$ cat config.mk
export PLATFORM = sky130hd
export DESIGN_NAME = lms_weight_update
export DESIGN_NICKNAME = d
export VERILOG_FILES = /design/src/logic/lms_pkg.sv /design/src/logic/lms_seq.sv /design/src/logic/lms_mac.sv /design/src/logic/weight_bank.sv /design/src/logic/lms_weight_update.sv
export SDC_FILE = /design/constraint.sdc
export NUM_CORES = 1
export LEC_CHECK = 0
export BUFFER_PORTS_ARGS = -buffer_cell sky130_fd_sc_hd__buf_2
export CORE_ASPECT_RATIO = 0.5
export CORE_MARGIN = 2
export CORE_UTILIZATION = 40
export DETAILED_ROUTE_END_ITERATION = 8
export PLACE_DENSITY = 0.61
export SYNTH_ARGS = -nofsm -noshare
export SYNTH_HDL_FRONTEND = slang
export SYNTH_SLANG_ARGS = --single-unit
$ cat constraint.sdc
create_clock -name clk -period 21.3 [get_ports clk]
set_input_delay 4.26 -clock clk [delete_from_list [all_inputs] [get_ports clk]]
set_output_delay 4.26 -clock clk [all_outputs]
set_load 0.01 [all_outputs]
$ cat src/logic/lms_pkg.sv
`default_nettype none

package lms_pkg;

    localparam int NUM_TAPS  = 16;                 // filter length
    localparam int TAP_IDX_W = 4;                  // enough for 0..15
    localparam int ERR_W     = 11;                 // error magnitude, unsigned
    localparam int REF_W     = 14;                 // reference sample, unsigned
    localparam int PROD_W    = ERR_W + REF_W;      // full e*ref product, 25 bits
    localparam int WEIGHT_W  = 32;                 // accumulator width, wraps

    // all reference samples of one sweep, tap 0 in the low slice
    typedef logic [NUM_TAPS-1:0][REF_W-1:0] ref_vec_t;

    // the whole weight bank as one vector
    typedef logic [NUM_TAPS-1:0][WEIGHT_W-1:0] weight_vec_t;

    // one tap's work handed from the sequencer to the MAC
    typedef struct packed {
        logic                 valid;               // tap slot carries work
        logic [TAP_IDX_W-1:0] idx;                 // tap being updated
        logic [ERR_W-1:0]     e;                   // snapshot error
        logic [REF_W-1:0]     ref_smp;             // reference of this tap
    } tap_issue_t;

    // one write into the weight bank
    typedef struct packed {
        logic                 valid;               // write enable
        logic [TAP_IDX_W-1:0] idx;                 // target register
        logic [WEIGHT_W-1:0]  weight;              // new weight value
    } weight_wr_t;

    // sweep sequencer FSM
    typedef enum logic [1:0] {
        SEQ_IDLE  = 2'd0,                          // waiting for start
        SEQ_ISSUE = 2'd1,                          // one tap per cycle
        SEQ_DRAIN = 2'd2                           // last taps finishing
    } seq_state_t;

endpackage : lms_pkg

`default_nettype wire

$ cat src/logic/lms_seq.sv
`timescale 1ns/1ns
`default_nettype none

module lms_seq
    import lms_pkg::*;
(
    input  logic       clk,
    input  logic       rstn,
    input  logic       start,                      // sweep request
    input  logic [ERR_W-1:0] err,                  // live error input
    input  ref_vec_t   refs,                       // live reference samples
    output tap_issue_t issue,                      // current tap to the MAC
    output logic       busy,                       // sweep in progress
    output logic       done                        // one cycle, all weights written
);

    seq_state_t           state;                   // FSM state
    logic [TAP_IDX_W-1:0] tap_idx;                 // tap walked this cycle
    logic                 drain_cnt;               // 0 = first drain cycle, 1 = second
    logic                 accept;                  // start taken this cycle
    logic [ERR_W-1:0]     err_q;                   // error frozen for the sweep
    ref_vec_t             refs_q;                  // references frozen for the sweep

    assign accept = start && !busy;                // starts while busy are dropped

    // snapshot of the operands, later input changes do not reach the sweep
    always_ff @(posedge clk)
    begin
        if (accept)
        begin
            err_q  <= err;
            refs_q <= refs;
        end
    end

    always_ff @(posedge clk or negedge rstn)
    begin
        if (!rstn)
        begin
            state     <= SEQ_IDLE;
            tap_idx   <= '0;
            drain_cnt <= 1'b0;
            busy      <= 1'b0;
            done      <= 1'b0;
        end
        else
        begin
            done <= 1'b0;                          // pulse by default
            case (state)
                SEQ_IDLE:
                begin
                    if (accept)
                    begin
                        state   <= SEQ_ISSUE;
                        tap_idx <= '0;             // tap 0 goes out next cycle
                        busy    <= 1'b1;
                    end
                end
                SEQ_ISSUE:
                begin
                    tap_idx <= tap_idx + TAP_IDX_W'(1);  // wraps to 0 after tap 15
                    if (tap_idx == TAP_IDX_W'(NUM_TAPS - 1))
                    begin
                        state     <= SEQ_DRAIN;    // tap 15 still in MAC and bank
                        drain_cnt <= 1'b0;
                    end
                end
                SEQ_DRAIN:
                begin
                    if (!drain_cnt)
                    begin
                        drain_cnt <= 1'b1;
                        busy      <= 1'b0;         // last write lands on this edge
                        done      <= 1'b1;
                    end
                    else if (accept)
                    begin
                        state   <= SEQ_ISSUE;      // back-to-back sweep
                        tap_idx <= '0;
                        busy    <= 1'b1;
                    end
                    else
                    begin
                        state <= SEQ_IDLE;
                    end
                end
                default:
                begin
                    state <= SEQ_IDLE;             // illegal encoding recovery
                end
            endcase
        end
    end

    // issue straight from registers, tap i leaves from edge k+i
    always_comb
    begin
        issue.valid   = (state == SEQ_ISSUE);
        issue.idx     = tap_idx;
        issue.e       = err_q;
        issue.ref_smp = refs_q[tap_idx];           // reference mux
    end

endmodule : lms_seq

`default_nettype wire

$ cat src/logic/lms_mac.sv
`timescale 1ns/1ns
`default_nettype none

module lms_mac
    import lms_pkg::*;
(
    input  logic        clk,
    input  logic        rstn,
    input  tap_issue_t  issue,                     // tap from the sequencer
    input  weight_vec_t weights,                   // bank contents, old weights
    output weight_wr_t  wr                         // registered write to the bank
);

    logic [PROD_W-1:0]   prod;                     // e * ref, never overflows
    logic [WEIGHT_W-1:0] old_w;                    // weight of the issued tap
    logic [WEIGHT_W-1:0] new_w;                    // updated weight, mod 2^32

    // both operands unsigned, zero-extend to the product width
    assign prod = {{(PROD_W - ERR_W){1'b0}}, issue.e}
                * {{(PROD_W - REF_W){1'b0}}, issue.ref_smp};

    // the bank write of the previous tap targets another index
    assign old_w = weights[issue.idx];

    assign new_w = old_w + {{(WEIGHT_W - PROD_W){1'b0}}, prod};  // wraps

    // registered write to the bank
    always_ff @(posedge clk or negedge rstn)
    begin
        if (!rstn)
        begin
            wr <= '0;
        end
        else
        begin
            wr.valid  <= issue.valid;              // one cycle issue to write
            wr.idx    <= issue.idx;                // payload only meaningful with valid
            wr.weight <= new_w;
        end
    end

endmodule : lms_mac

`default_nettype wire

$ cat src/logic/weight_bank.sv
`timescale 1ns/1ns
`default_nettype none

module weight_bank
    import lms_pkg::*;
(
    input  logic        clk,
    input  logic        rstn,
    input  weight_wr_t  wr,                        // single write port
    output weight_vec_t weights                    // all taps, always visible
);

    weight_vec_t bank_q;                           // the 16 weight registers

    // weights start from zero, only reset clears them
    always_ff @(posedge clk or negedge rstn)
    begin
        if (!rstn)
        begin
            for (int i = 0; i < NUM_TAPS; i++)
            begin
                bank_q[i] <= '0;
            end
        end
        else if (wr.valid)
        begin
            bank_q[wr.idx] <= wr.weight;           // visible one edge later
        end
    end

    assign weights = bank_q;                       // full vector to top and MAC

endmodule : weight_bank

`default_nettype wire

$ cat src/logic/lms_weight_update.sv
`timescale 1ns/1ns
`default_nettype none

module lms_weight_update
    import lms_pkg::*;
(
    input  logic             clk,
    input  logic             rstn,
    input  logic             start,                // begin one update sweep
    input  logic [ERR_W-1:0] err,                  // error value e
    input  ref_vec_t         refs,                 // 16 reference samples
    output logic             busy,                 // sweep running
    output logic             done,                 // sweep finished, one cycle
    output weight_vec_t      weights               // current tap weights
);

    tap_issue_t  issue;                            // sequencer to MAC
    weight_wr_t  wr;                               // MAC to bank
    weight_vec_t bank_w;                           // bank to MAC and outputs

    // walks taps 0..15, one per cycle
    lms_seq u_seq (
        .clk   (clk),
        .rstn  (rstn),
        .start (start),
        .err   (err),
        .refs  (refs),
        .issue (issue),
        .busy  (busy),
        .done  (done)
    );

    // w[i] + e*ref[i], registered
    lms_mac u_mac (
        .clk     (clk),
        .rstn    (rstn),
        .issue   (issue),
        .weights (bank_w),
        .wr      (wr)
    );

    // weight storage
    weight_bank u_bank (
        .clk     (clk),
        .rstn    (rstn),
        .wr      (wr),
        .weights (bank_w)
    );

    assign weights = bank_w;

endmodule : lms_weight_update

`default_nettype wire

==> flow_summary.ini, run 1 <==
[detailed_routing]
routed-via-count = 24890
drt_iter0_drc = 1956
post_drt_via_cell_ratio = 5.50
route.detailed.wl_per_inst_um = 27.9
wirelength_um = 126000
final_antenna_net_count = 0
drc = 0
detailedRoute.firstPassIterationCount = 5

[cts]
cts_hold_buffers = 0
post_cts_buffers = 0
worstSkewPairLatency_ps = 690
post_cts.resized_instances = 0
depth_of_the_cts_h_tree = 3
cts_num_sinks = 793
clock_tree_from_tritoncts = yes
ctsRootBufferMaster = clkbuf_16
cts.reportedPaths.clkPinSlew_ps = 70
cts_inserted_buffers = 78
cts_buffer_depth = 3

[sta]
post-route-period-util_pct = 37.7
setup_total_negative_slack_ps = 0
fin_worst_skew_ps = 25.6
final-hold-violation-count = 0
setup-violations-final = 0
fmax_mhz = 125
rsz_0062_raised_after_global_routing = false
worst_pin_slew_ps = 1120
final_worst_hold_slack_ps = 505
max_slew_headroom_pct = 25.4
period_minus_slack_ps = 8030
drv_slew = 0

[outcome]
run_status = complete, no violations

[yosys]
synth.yosys.warnings = 0
combinational_family_with_the_most_area_after_synthesis = multiplexers
area_share_of_xor_xnor_cells_in_the_synthesized_design_pct = 0.493
syn_nets = 2918
synth.largest_area_cell = dfrtp_1
synth-adder-area-share_pct = 8.87
synth_simple_gate_area_share_pct = 3.19
synth.distinct_cells = 56
synth_commonest_cells = dfrtp_1, mux2_2, edfxtp_1
synth_compound_gate_area_share_pct = 1.49
synth.most_common_cell = dfrtp_1
synthFlopType = dfrtp_1
syn_inst = 2482
post_synth_mux_area_share_pct = 27.9
async_reset_ff_share_pct = 70.4
netlist_top_cells_area = dfrtp_1, edfxtp_1, mux2_2, mux4_2, fa_1
synth_enable_flop_cells = 235
postSynthRegisterBits = 793
mappedNetlistArea_mm2 = 0.0391
synth_area_per_cell_um2 = 15.7
synthDominantCellAreaShare_pct = 35.7
synth.yosys.seq_area_share_pct = 53.8

[grt]
gr-total-overflow = 0
grtUsageTotal_pct = 24.7
antenna_found_initial = 14
grt_pass1_vias = 24812
global_route_wire_length_before_repair_um = 178000
grt_start_max_net_pins = 169

[setup_path]
cp_max_fo = 33
crit_path_max_incr_delay_ps = 800
worstSetupStartpointType = register
worst-setup-path-type = register to register
worst_ep_required_time_ps = 21870
critPathSlowestCell = dfrtp_4
crit_chain = buf_4, mux4_2, mux4_2, nand2_1, fa_1, fa_1, fa_1, inv_1, fa_1, inv_1, fa_1, inv_1, ha_1, and2_1, a32o_1, a41oi_1, o31ai_1, a211oi_2, nand2_1, o311ai_1
timing.critical_path.mode_cell = fa_1
cp_data_arrival_time_ps = 8600
critical_path.endpoint_type = register

[cells_and_area]
multi_input_area_mm2 = 0.0165
layout_fillers = 8543
final_layout_size_suffix_gt1_share_pct = 51.0
syn_to_final_growth_pct = 19.2
design.final.nets = 3612
layout.cells.non_filler = 4524
register_area_mm2 = 0.0210

[placement]
globalplace.congestion = 0.873
portBuffers = 751
place.detailed.hpwl_um = 88200
post-place-cells = 4382

[floorplan]
die_w_um = 446
boundaryPins = 752
die_area_mm2 = 0.100
initial_utilization_pct = 40.2
core_mm2 = 0.0973
rows = 81
die_h_um = 225

[min_path]
min_path_type = register to register

[job]
drv.max_cap_violation_count = 0
[placed cells by master (no fill, tap or decap), types with 7 or more instances in the layout]
cell | synthesis | routed
mux4_2 | 226 | 226
dfrtp_1 | 558 | 554
clkbuf_1 | 87 | 15
and2_1 | 55 | 55
mux2_1 | 15 | 15
o21ai_0 | 19 | 19
mux2_2 | 498 | 498
nand3_1 | 13 | 13
inv_1 | 211 | 211
clkbuf_16 | 0 | 80
nor2_4 | 0 | 9
buf_4 | 3 | 30
bufinv_16 | 0 | 8
ha_1 | 66 | 66
a21o_1 | 10 | 10
nor2_1 | 37 | 28
a21oi_1 | 12 | 12
xnor2_1 | 16 | 16
buf_2 | 33 | 750
clkbuf_8 | 0 | 7
clkinv_2 | 0 | 10
edfxtp_1 | 235 | 235
fa_1 | 132 | 132
nand2_1 | 123 | 122
[routing by layer]
layer | vias to the layer above | part of all wire (%) | global-route usage (%) | wire, µm
li1 | 10343 | - | - | -
met1 | 13407 | 41 | 33.1 | 51600
met2 | 899 | 49 | 39.6 | 61500
met3 | 233 | 6.2 | 5.57 | 7790
met4 | 8 | 4.0 | 9.32 | 5000
met5 | - | 0.037 | 0 | 47
[per-stage QoR]
stage,instance area (µm²),worst slack (ps),util (%)
global route,46600,12770,47.9
CTS,46600,13220,47.9
detailed placement,44000,13210,45.2
finish,46600,13270,47.9
floorplan,39100,4440,-
global placement,44000,13450,45.2
[state kept, by name, summed over array words and instances (netlist names)]
register	cells
u_seq.refs_q	224
u_seq.drain_cnt	1
u_seq.err_q	11
u_bank.weights	512
u_seq.state	2
u_seq.tap_idx	4
u_mac.wr	37
u_seq.busy	1
u_seq.done	1
[path summary, 6_finish.rpt]
kind                            slack [ps]  cells past startpoint                               to                         start
max in group asynchronous            15040                      3     u_seq.tap_idx[1]$_DFFE_PN0P_                          rstn
min in group asynchronous             3650                      1  u_bank.weights[285]$_DFFE_PN0P_                          rstn
worst max register to register       13270                     20           u_mac.wr[30]$_DFF_PN0_  u_seq.tap_idx[0]$_DFFE_PN0P_
worst min register to register         510                      1       u_seq.state[1]$_DFFE_PN0P_   u_seq.drain_cnt$_DFFE_PN0P_
worst min-delay path                   510                      1       u_seq.state[1]$_DFFE_PN0P_   u_seq.drain_cnt$_DFFE_PN0P_
worst max-delay path                 13270                     20           u_mac.wr[30]$_DFF_PN0_  u_seq.tap_idx[0]$_DFFE_PN0P_
[logic make-up (layout without fill, tap and decap cells)]
group	after synthesis	count (layout)
flops	793	793
mux	741	741
buf+inv	381	1131
simple gates	264	264
fa+ha+maj	198	198
compound gates	83	83
xor+xnor	22	22
other cells	0	6
[final cells by class]
class                           instances  area share (%)
Inverter                              212            1.71
Sequential cell                       793            45.1
Tap cell                             1286            3.45
Antenna cell                            6          0.0322
Timing Repair Buffer                  783            8.66
Clock inverter                         34           0.972
Clock buffer                          102            4.62
Multi-Input combinational cell       1308            35.4
[worst max-delay path, delay by kind of cell, from the launching register on]
family          cells  cell delay (ps)
compound gates      5             1710
fa+ha+maj           6             2770
buf+inv             4              790
flops               1              800
mux                 2             1260
simple gates        3              500
Power of run 1 is left out: the tool's default activity adds up to more than one toggle a clock period on the data nets, which glitch-free logic cannot reach.
==> run 2, diff against run 1 <==
Settings changed: PLACE_DENSITY 0.61 to 0.63.
Clock period 21.3 ns to 6.5 ns, I/O delays scaled along.
==> flow_summary.ini, run 2 (synthesis gave the netlist of run 1 again) <==
[setup_path]
crit_chain = buf_6, buf_4, mux4_2, mux4_2, buf_6, buf_4, nand2_1, fa_1, fa_1, inv_1, fa_1, fa_1, inv_1, fa_1, inv_1, ha_2, buf_4, a21oi_2, o21ai_2, a31oi_2, o31ai_4, a211oi_4, nand2_2, o311ai_2
worstSetupStartpointType = register
cp_data_arrival_time_ps = 7160
worst_ep_required_time_ps = 7080
worst-setup-path-type = register to register
r2r_slack_ps = -80
cp_max_fo = 5
critPathSlowestCell = mux4_2
timing.critical_path.mode_cell = fa_1
crit_path_max_incr_delay_ps = 610
critical_path.endpoint_type = register

[sta]
max_slew_headroom_pct = 26.9
drv_slew = 0
period_minus_slack_ps = 6580
final-hold-violation-count = 0
fmax_mhz = 152
final_ws_setup_ps = -84.1
fin_worst_skew_ps = 31.8
setup-violations-final = 6
post-route-period-util_pct = 101
worst_pin_slew_ps = 1090
rsz_0062_raised_after_global_routing = true

[cts]
cts_hold_buffers = 0
worstSkewPairLatency_ps = 680
ctsRootBufferMaster = clkbuf_16
clock_tree_from_tritoncts = yes
depth_of_the_cts_h_tree = 3
cts_num_sinks = 793
cts.reportedPaths.clkPinSlew_ps = 70
cts_inserted_buffers = 77
cts_buffer_depth = 3

[cells_and_area]
final_layout_size_suffix_gt1_share_pct = 55.4
register_area_mm2 = 0.0210
multi_input_area_mm2 = 0.0170
design.final.nets = 3748
layout_common_cells = buf_2, dfrtp_1, mux2_2, edfxtp_1, mux4_2
max_reg_flops = 512
syn_to_final_growth_pct = 24.2
layout.cells.non_filler = 4664
layout_fillers = 8368
final_common_cell = buf_2

[grt]
grtUsageTotal_pct = 24.8
grt_start_max_net_pins = 171
global_route_wire_length_before_repair_um = 181000
antenna_found_initial = 14
gr-total-overflow = 0
grt_pass1_vias = 25873

[outcome]
run_status = complete, but fails checks
failed_checks = setup timing

[floorplan]
die_w_um = 446
initial_utilization_pct = 40.2
core_mm2 = 0.0973
rows = 81
die_area_mm2 = 0.100
boundaryPins = 752
die_h_um = 225

[job]
drv.max_cap_violation_count = 0

[placement]
portBuffers = 751
globalplace.congestion = 0.899
post-place-cells = 4490
place.detailed.hpwl_um = 90900

[detailed_routing]
final_antenna_net_count = 0
routed-via-count = 25542
detailedRoute.firstPassIterationCount = 5
wirelength_um = 127000
drt_iter0_drc = 2067
drc = 0
route.detailed.wl_per_inst_um = 27.2
post_drt_via_cell_ratio = 5.48

[min_path]
min_path_type = register to register
[run 2: through the flow]
step	hold slack, ps	cell area (µm²)	setup slack [ps]	setup TNS [ps]	utilization, %
after floorplan	349	39100	40.8	0	-
after global placement	474	45000	-305	-1890	46.2
after detailed placement	491	45000	-407	-3250	46.2
after CTS	500	48100	-84.3	-228	49.4
after global routing	537	48500	-271	-1950	49.9
final	500	48500	-84.1	-295	49.9
[run 2: repair_timing]
item	in CTS	in global routing
pin swaps	22	33
buffers inserted	21	9
gates resized for setup	56	76
gates cloned	0	1
endpoints found under the setup margin	17	20
[run 2: path summary, 6_finish.rpt]
path	start	to	cells past startpoint
min in group asynchronous	rstn	u_bank.weights[288]$_DFFE_PN0P_	1
max reg2reg	u_seq.tap_idx[0]$_DFFE_PN0P_	u_mac.wr[28]$_DFF_PN0_	24
min	u_seq.drain_cnt$_DFFE_PN0P_	u_seq.state[1]$_DFFE_PN0P_	1
min reg2reg	u_seq.drain_cnt$_DFFE_PN0P_	u_seq.state[1]$_DFFE_PN0P_	1
max in group asynchronous	rstn	u_seq.tap_idx[0]$_DFFE_PN0P_	2
max	u_seq.tap_idx[0]$_DFFE_PN0P_	u_mac.wr[28]$_DFF_PN0_	24
[run 2: layer usage]
| metal | track usage (%) | part of all wire [%] | vias up | wire length (µm) |
|---|---|---|---|---|
| met1 | 34.0 | 42 | 13825 | 53500 |
| met2 | 40.3 | 49 | 887 | 62700 |
| met3 | 4.01 | 4.6 | 220 | 5890 |
| li1 | - | - | 10606 | - |
| met4 | 8.69 | 3.6 | 4 | 4560 |
| met5 | 0 | 0.024 | - | 31 |
[run 2: cell type report]
type,count,share of cell area (%)
Inverter,212,1.64
Tap cell,1286,3.31
Clock inverter,33,0.905
Sequential cell,793,43.3
Antenna cell,6,0.0309
Timing Repair Buffer,920,11.1
Multi-Input combinational cell,1308,35.1
Clock buffer,106,4.60
[run 2: worst max-delay path: cells and delay by family (launching register included)]
kind | cells | cell delay (ps)
fa+ha+maj | 6 | 2580
simple gates | 2 | 210
compound gates | 6 | 1240
flops | 1 | 490
mux | 2 | 1070
buf+inv | 8 | 880
Power of run 2 is left out for the same reason.
==> run 3, diff against run 2 <==
Settings changed: PLACE_DENSITY 0.63 to 0.61.
Clock period 6.5 ns to 7.96 ns, I/O delays scaled along.
==> flow_summary.ini, run 3 (synthesis gave the netlist of run 1 again) <==
[cts]
cts_hold_buffers = 0
cts_num_sinks = 793
ctsRootBufferMaster = clkbuf_16
depth_of_the_cts_h_tree = 3
clock_tree_from_tritoncts = yes
post_cts.resized_instances = 0
cts_buffer_depth = 3
cts.reportedPaths.clkPinSlew_ps = 60
worstSkewPairLatency_ps = 690
post_cts_buffers = 0
cts_inserted_buffers = 77

[setup_path]
critical_path_buf_inv_count = 4
cp_data_arrival_time_ps = 8170
r2r-end = u_mac.wr[31]$_DFF_PN0_
crit_start = u_seq.tap_idx[0]$_DFFE_PN0P_
timing.critical_path.mode_cell = fa_1
cp_max_fo = 18
critical_path.top_delay_family = adder cells
critPathSlowestCell = dfrtp_4
crit_chain = buf_4, mux4_1, mux4_2, nand2_1, fa_1, fa_1, inv_1, fa_1, fa_1, inv_1, fa_1, inv_1, ha_1, o2111ai_1, a31oi_1, a31oi_1, a31oi_1, nor3b_1, xor2_1
r2r_slack_ps = 310
critical_path.endpoint_type = register
rr_startpoint = u_seq.tap_idx[0]$_DFFE_PN0P_
worst_ep_required_time_ps = 8480
crit_path_max_incr_delay_ps = 690
worst-setup-path-type = register to register
r2r_cells = 19
worstSetupStartpointType = register

[grt]
gr-total-overflow = 0
global_route_wire_length_before_repair_um = 176000
grt_start_max_net_pins = 188
grtUsageTotal_pct = 24.5
antenna_found_initial = 9
grt_pass1_vias = 24931

[detailed_routing]
drc = 0
final_antenna_net_count = 0
detailedRoute.firstPassIterationCount = 5
post_drt_via_cell_ratio = 5.47
drt_iter0_drc = 2012
wirelength_um = 125000
route.detailed.wl_per_inst_um = 27.5
routed-via-count = 24783

[sta]
fmax_mhz = 131
final-hold-violation-count = 0
setup-violations-final = 0
worst_pin_slew_ps = 1100
setup_total_negative_slack_ps = 0
rsz_0062_raised_after_global_routing = false
period_minus_slack_ps = 7650
drv_slew = 0
max_slew_headroom_pct = 26.5
post-route-period-util_pct = 96.1
fin_worst_skew_ps = 27.8

[outcome]
run_status = complete, no violations

[floorplan]
core_mm2 = 0.0973
die_h_um = 225
die_area_mm2 = 0.100
initial_utilization_pct = 40.2
rows = 81
die_w_um = 446
boundaryPins = 752

[job]
drv.max_cap_violation_count = 0

[cells_and_area]
final_common_cell = buf_2
layout_fillers = 8566
syn_to_final_growth_pct = 19.5
layout_common_cells = buf_2, dfrtp_1, mux2_2, edfxtp_1, mux4_2
design.final.nets = 3617
max_reg_flops = 512
final_layout_size_suffix_gt1_share_pct = 50.9

[min_path]
min_path_type = register to register
worstHoldEndpoint = u_bank.weights[81]$_DFFE_PN0P_
hold_depth = 1
timing.hold.worst.start = u_bank.weights[81]$_DFFE_PN0P_

[placement]
place.detailed.hpwl_um = 88100
globalplace.congestion = 0.890
portBuffers = 751
[run 3: metrics by stage]
step	setup slack (ps)	utilization (%)	cells	hold slack, ps	cell area, µm²
floorplan	1430	-	2482	349	39100
CTS	369	48.0	4527	523	46700
finish	310	48.0	4531	519	46700
detailed placement	383	45.3	4388	495	44100
global route	19.1	48.0	4531	535	46700
global placement	453	45.3	4388	471	44100
[run 3: layout make-up]
cell class	count	area, µm²	share of cell area [%]
Sequential cell	793	21000	45.0
Multi-Input combinational cell	1308	16500	35.3
Timing Repair Buffer	789	4180	8.95
Clock buffer	109	2130	4.55
Tap cell	1286	1610	3.44
Inverter	212	796	1.70
Clock inverter	30	449	0.962
Antenna cell	4	10.0	0.0214
[run 3: worst max path at each step]
| stage | endpoint | slack [ps] | depth (start not counted) |
|---|---|---|---|
| 6_report | u_mac.wr[31]$_DFF_PN0_ | 310 | 19 |
| 3_3_place_gp | u_mac.wr[31]$_DFF_PN0_ | 450 | 19 |
| 4_1_cts | u_mac.wr[31]$_DFF_PN0_ | 370 | 19 |
| 5_1_grt | u_mac.wr[31]$_DFF_PN0_ | 20 | 19 |
| 2_1_floorplan | u_mac.wr[28]$_DFF_PN0_ | 1430 | 23 |
| 3_5_place_dp | u_mac.wr[31]$_DFF_PN0_ | 380 | 19 |
[run 3: routing by layer]
metal  up-vias  track usage, %  routed length, µm
met2       864            39.9              61400
li1      10357               -                  -
met1     13338            32.7              51400
met3       218            5.32               7450
met5         -               0                 33
met4         6            8.28               4520
Power of run 3 is left out for the same reason.
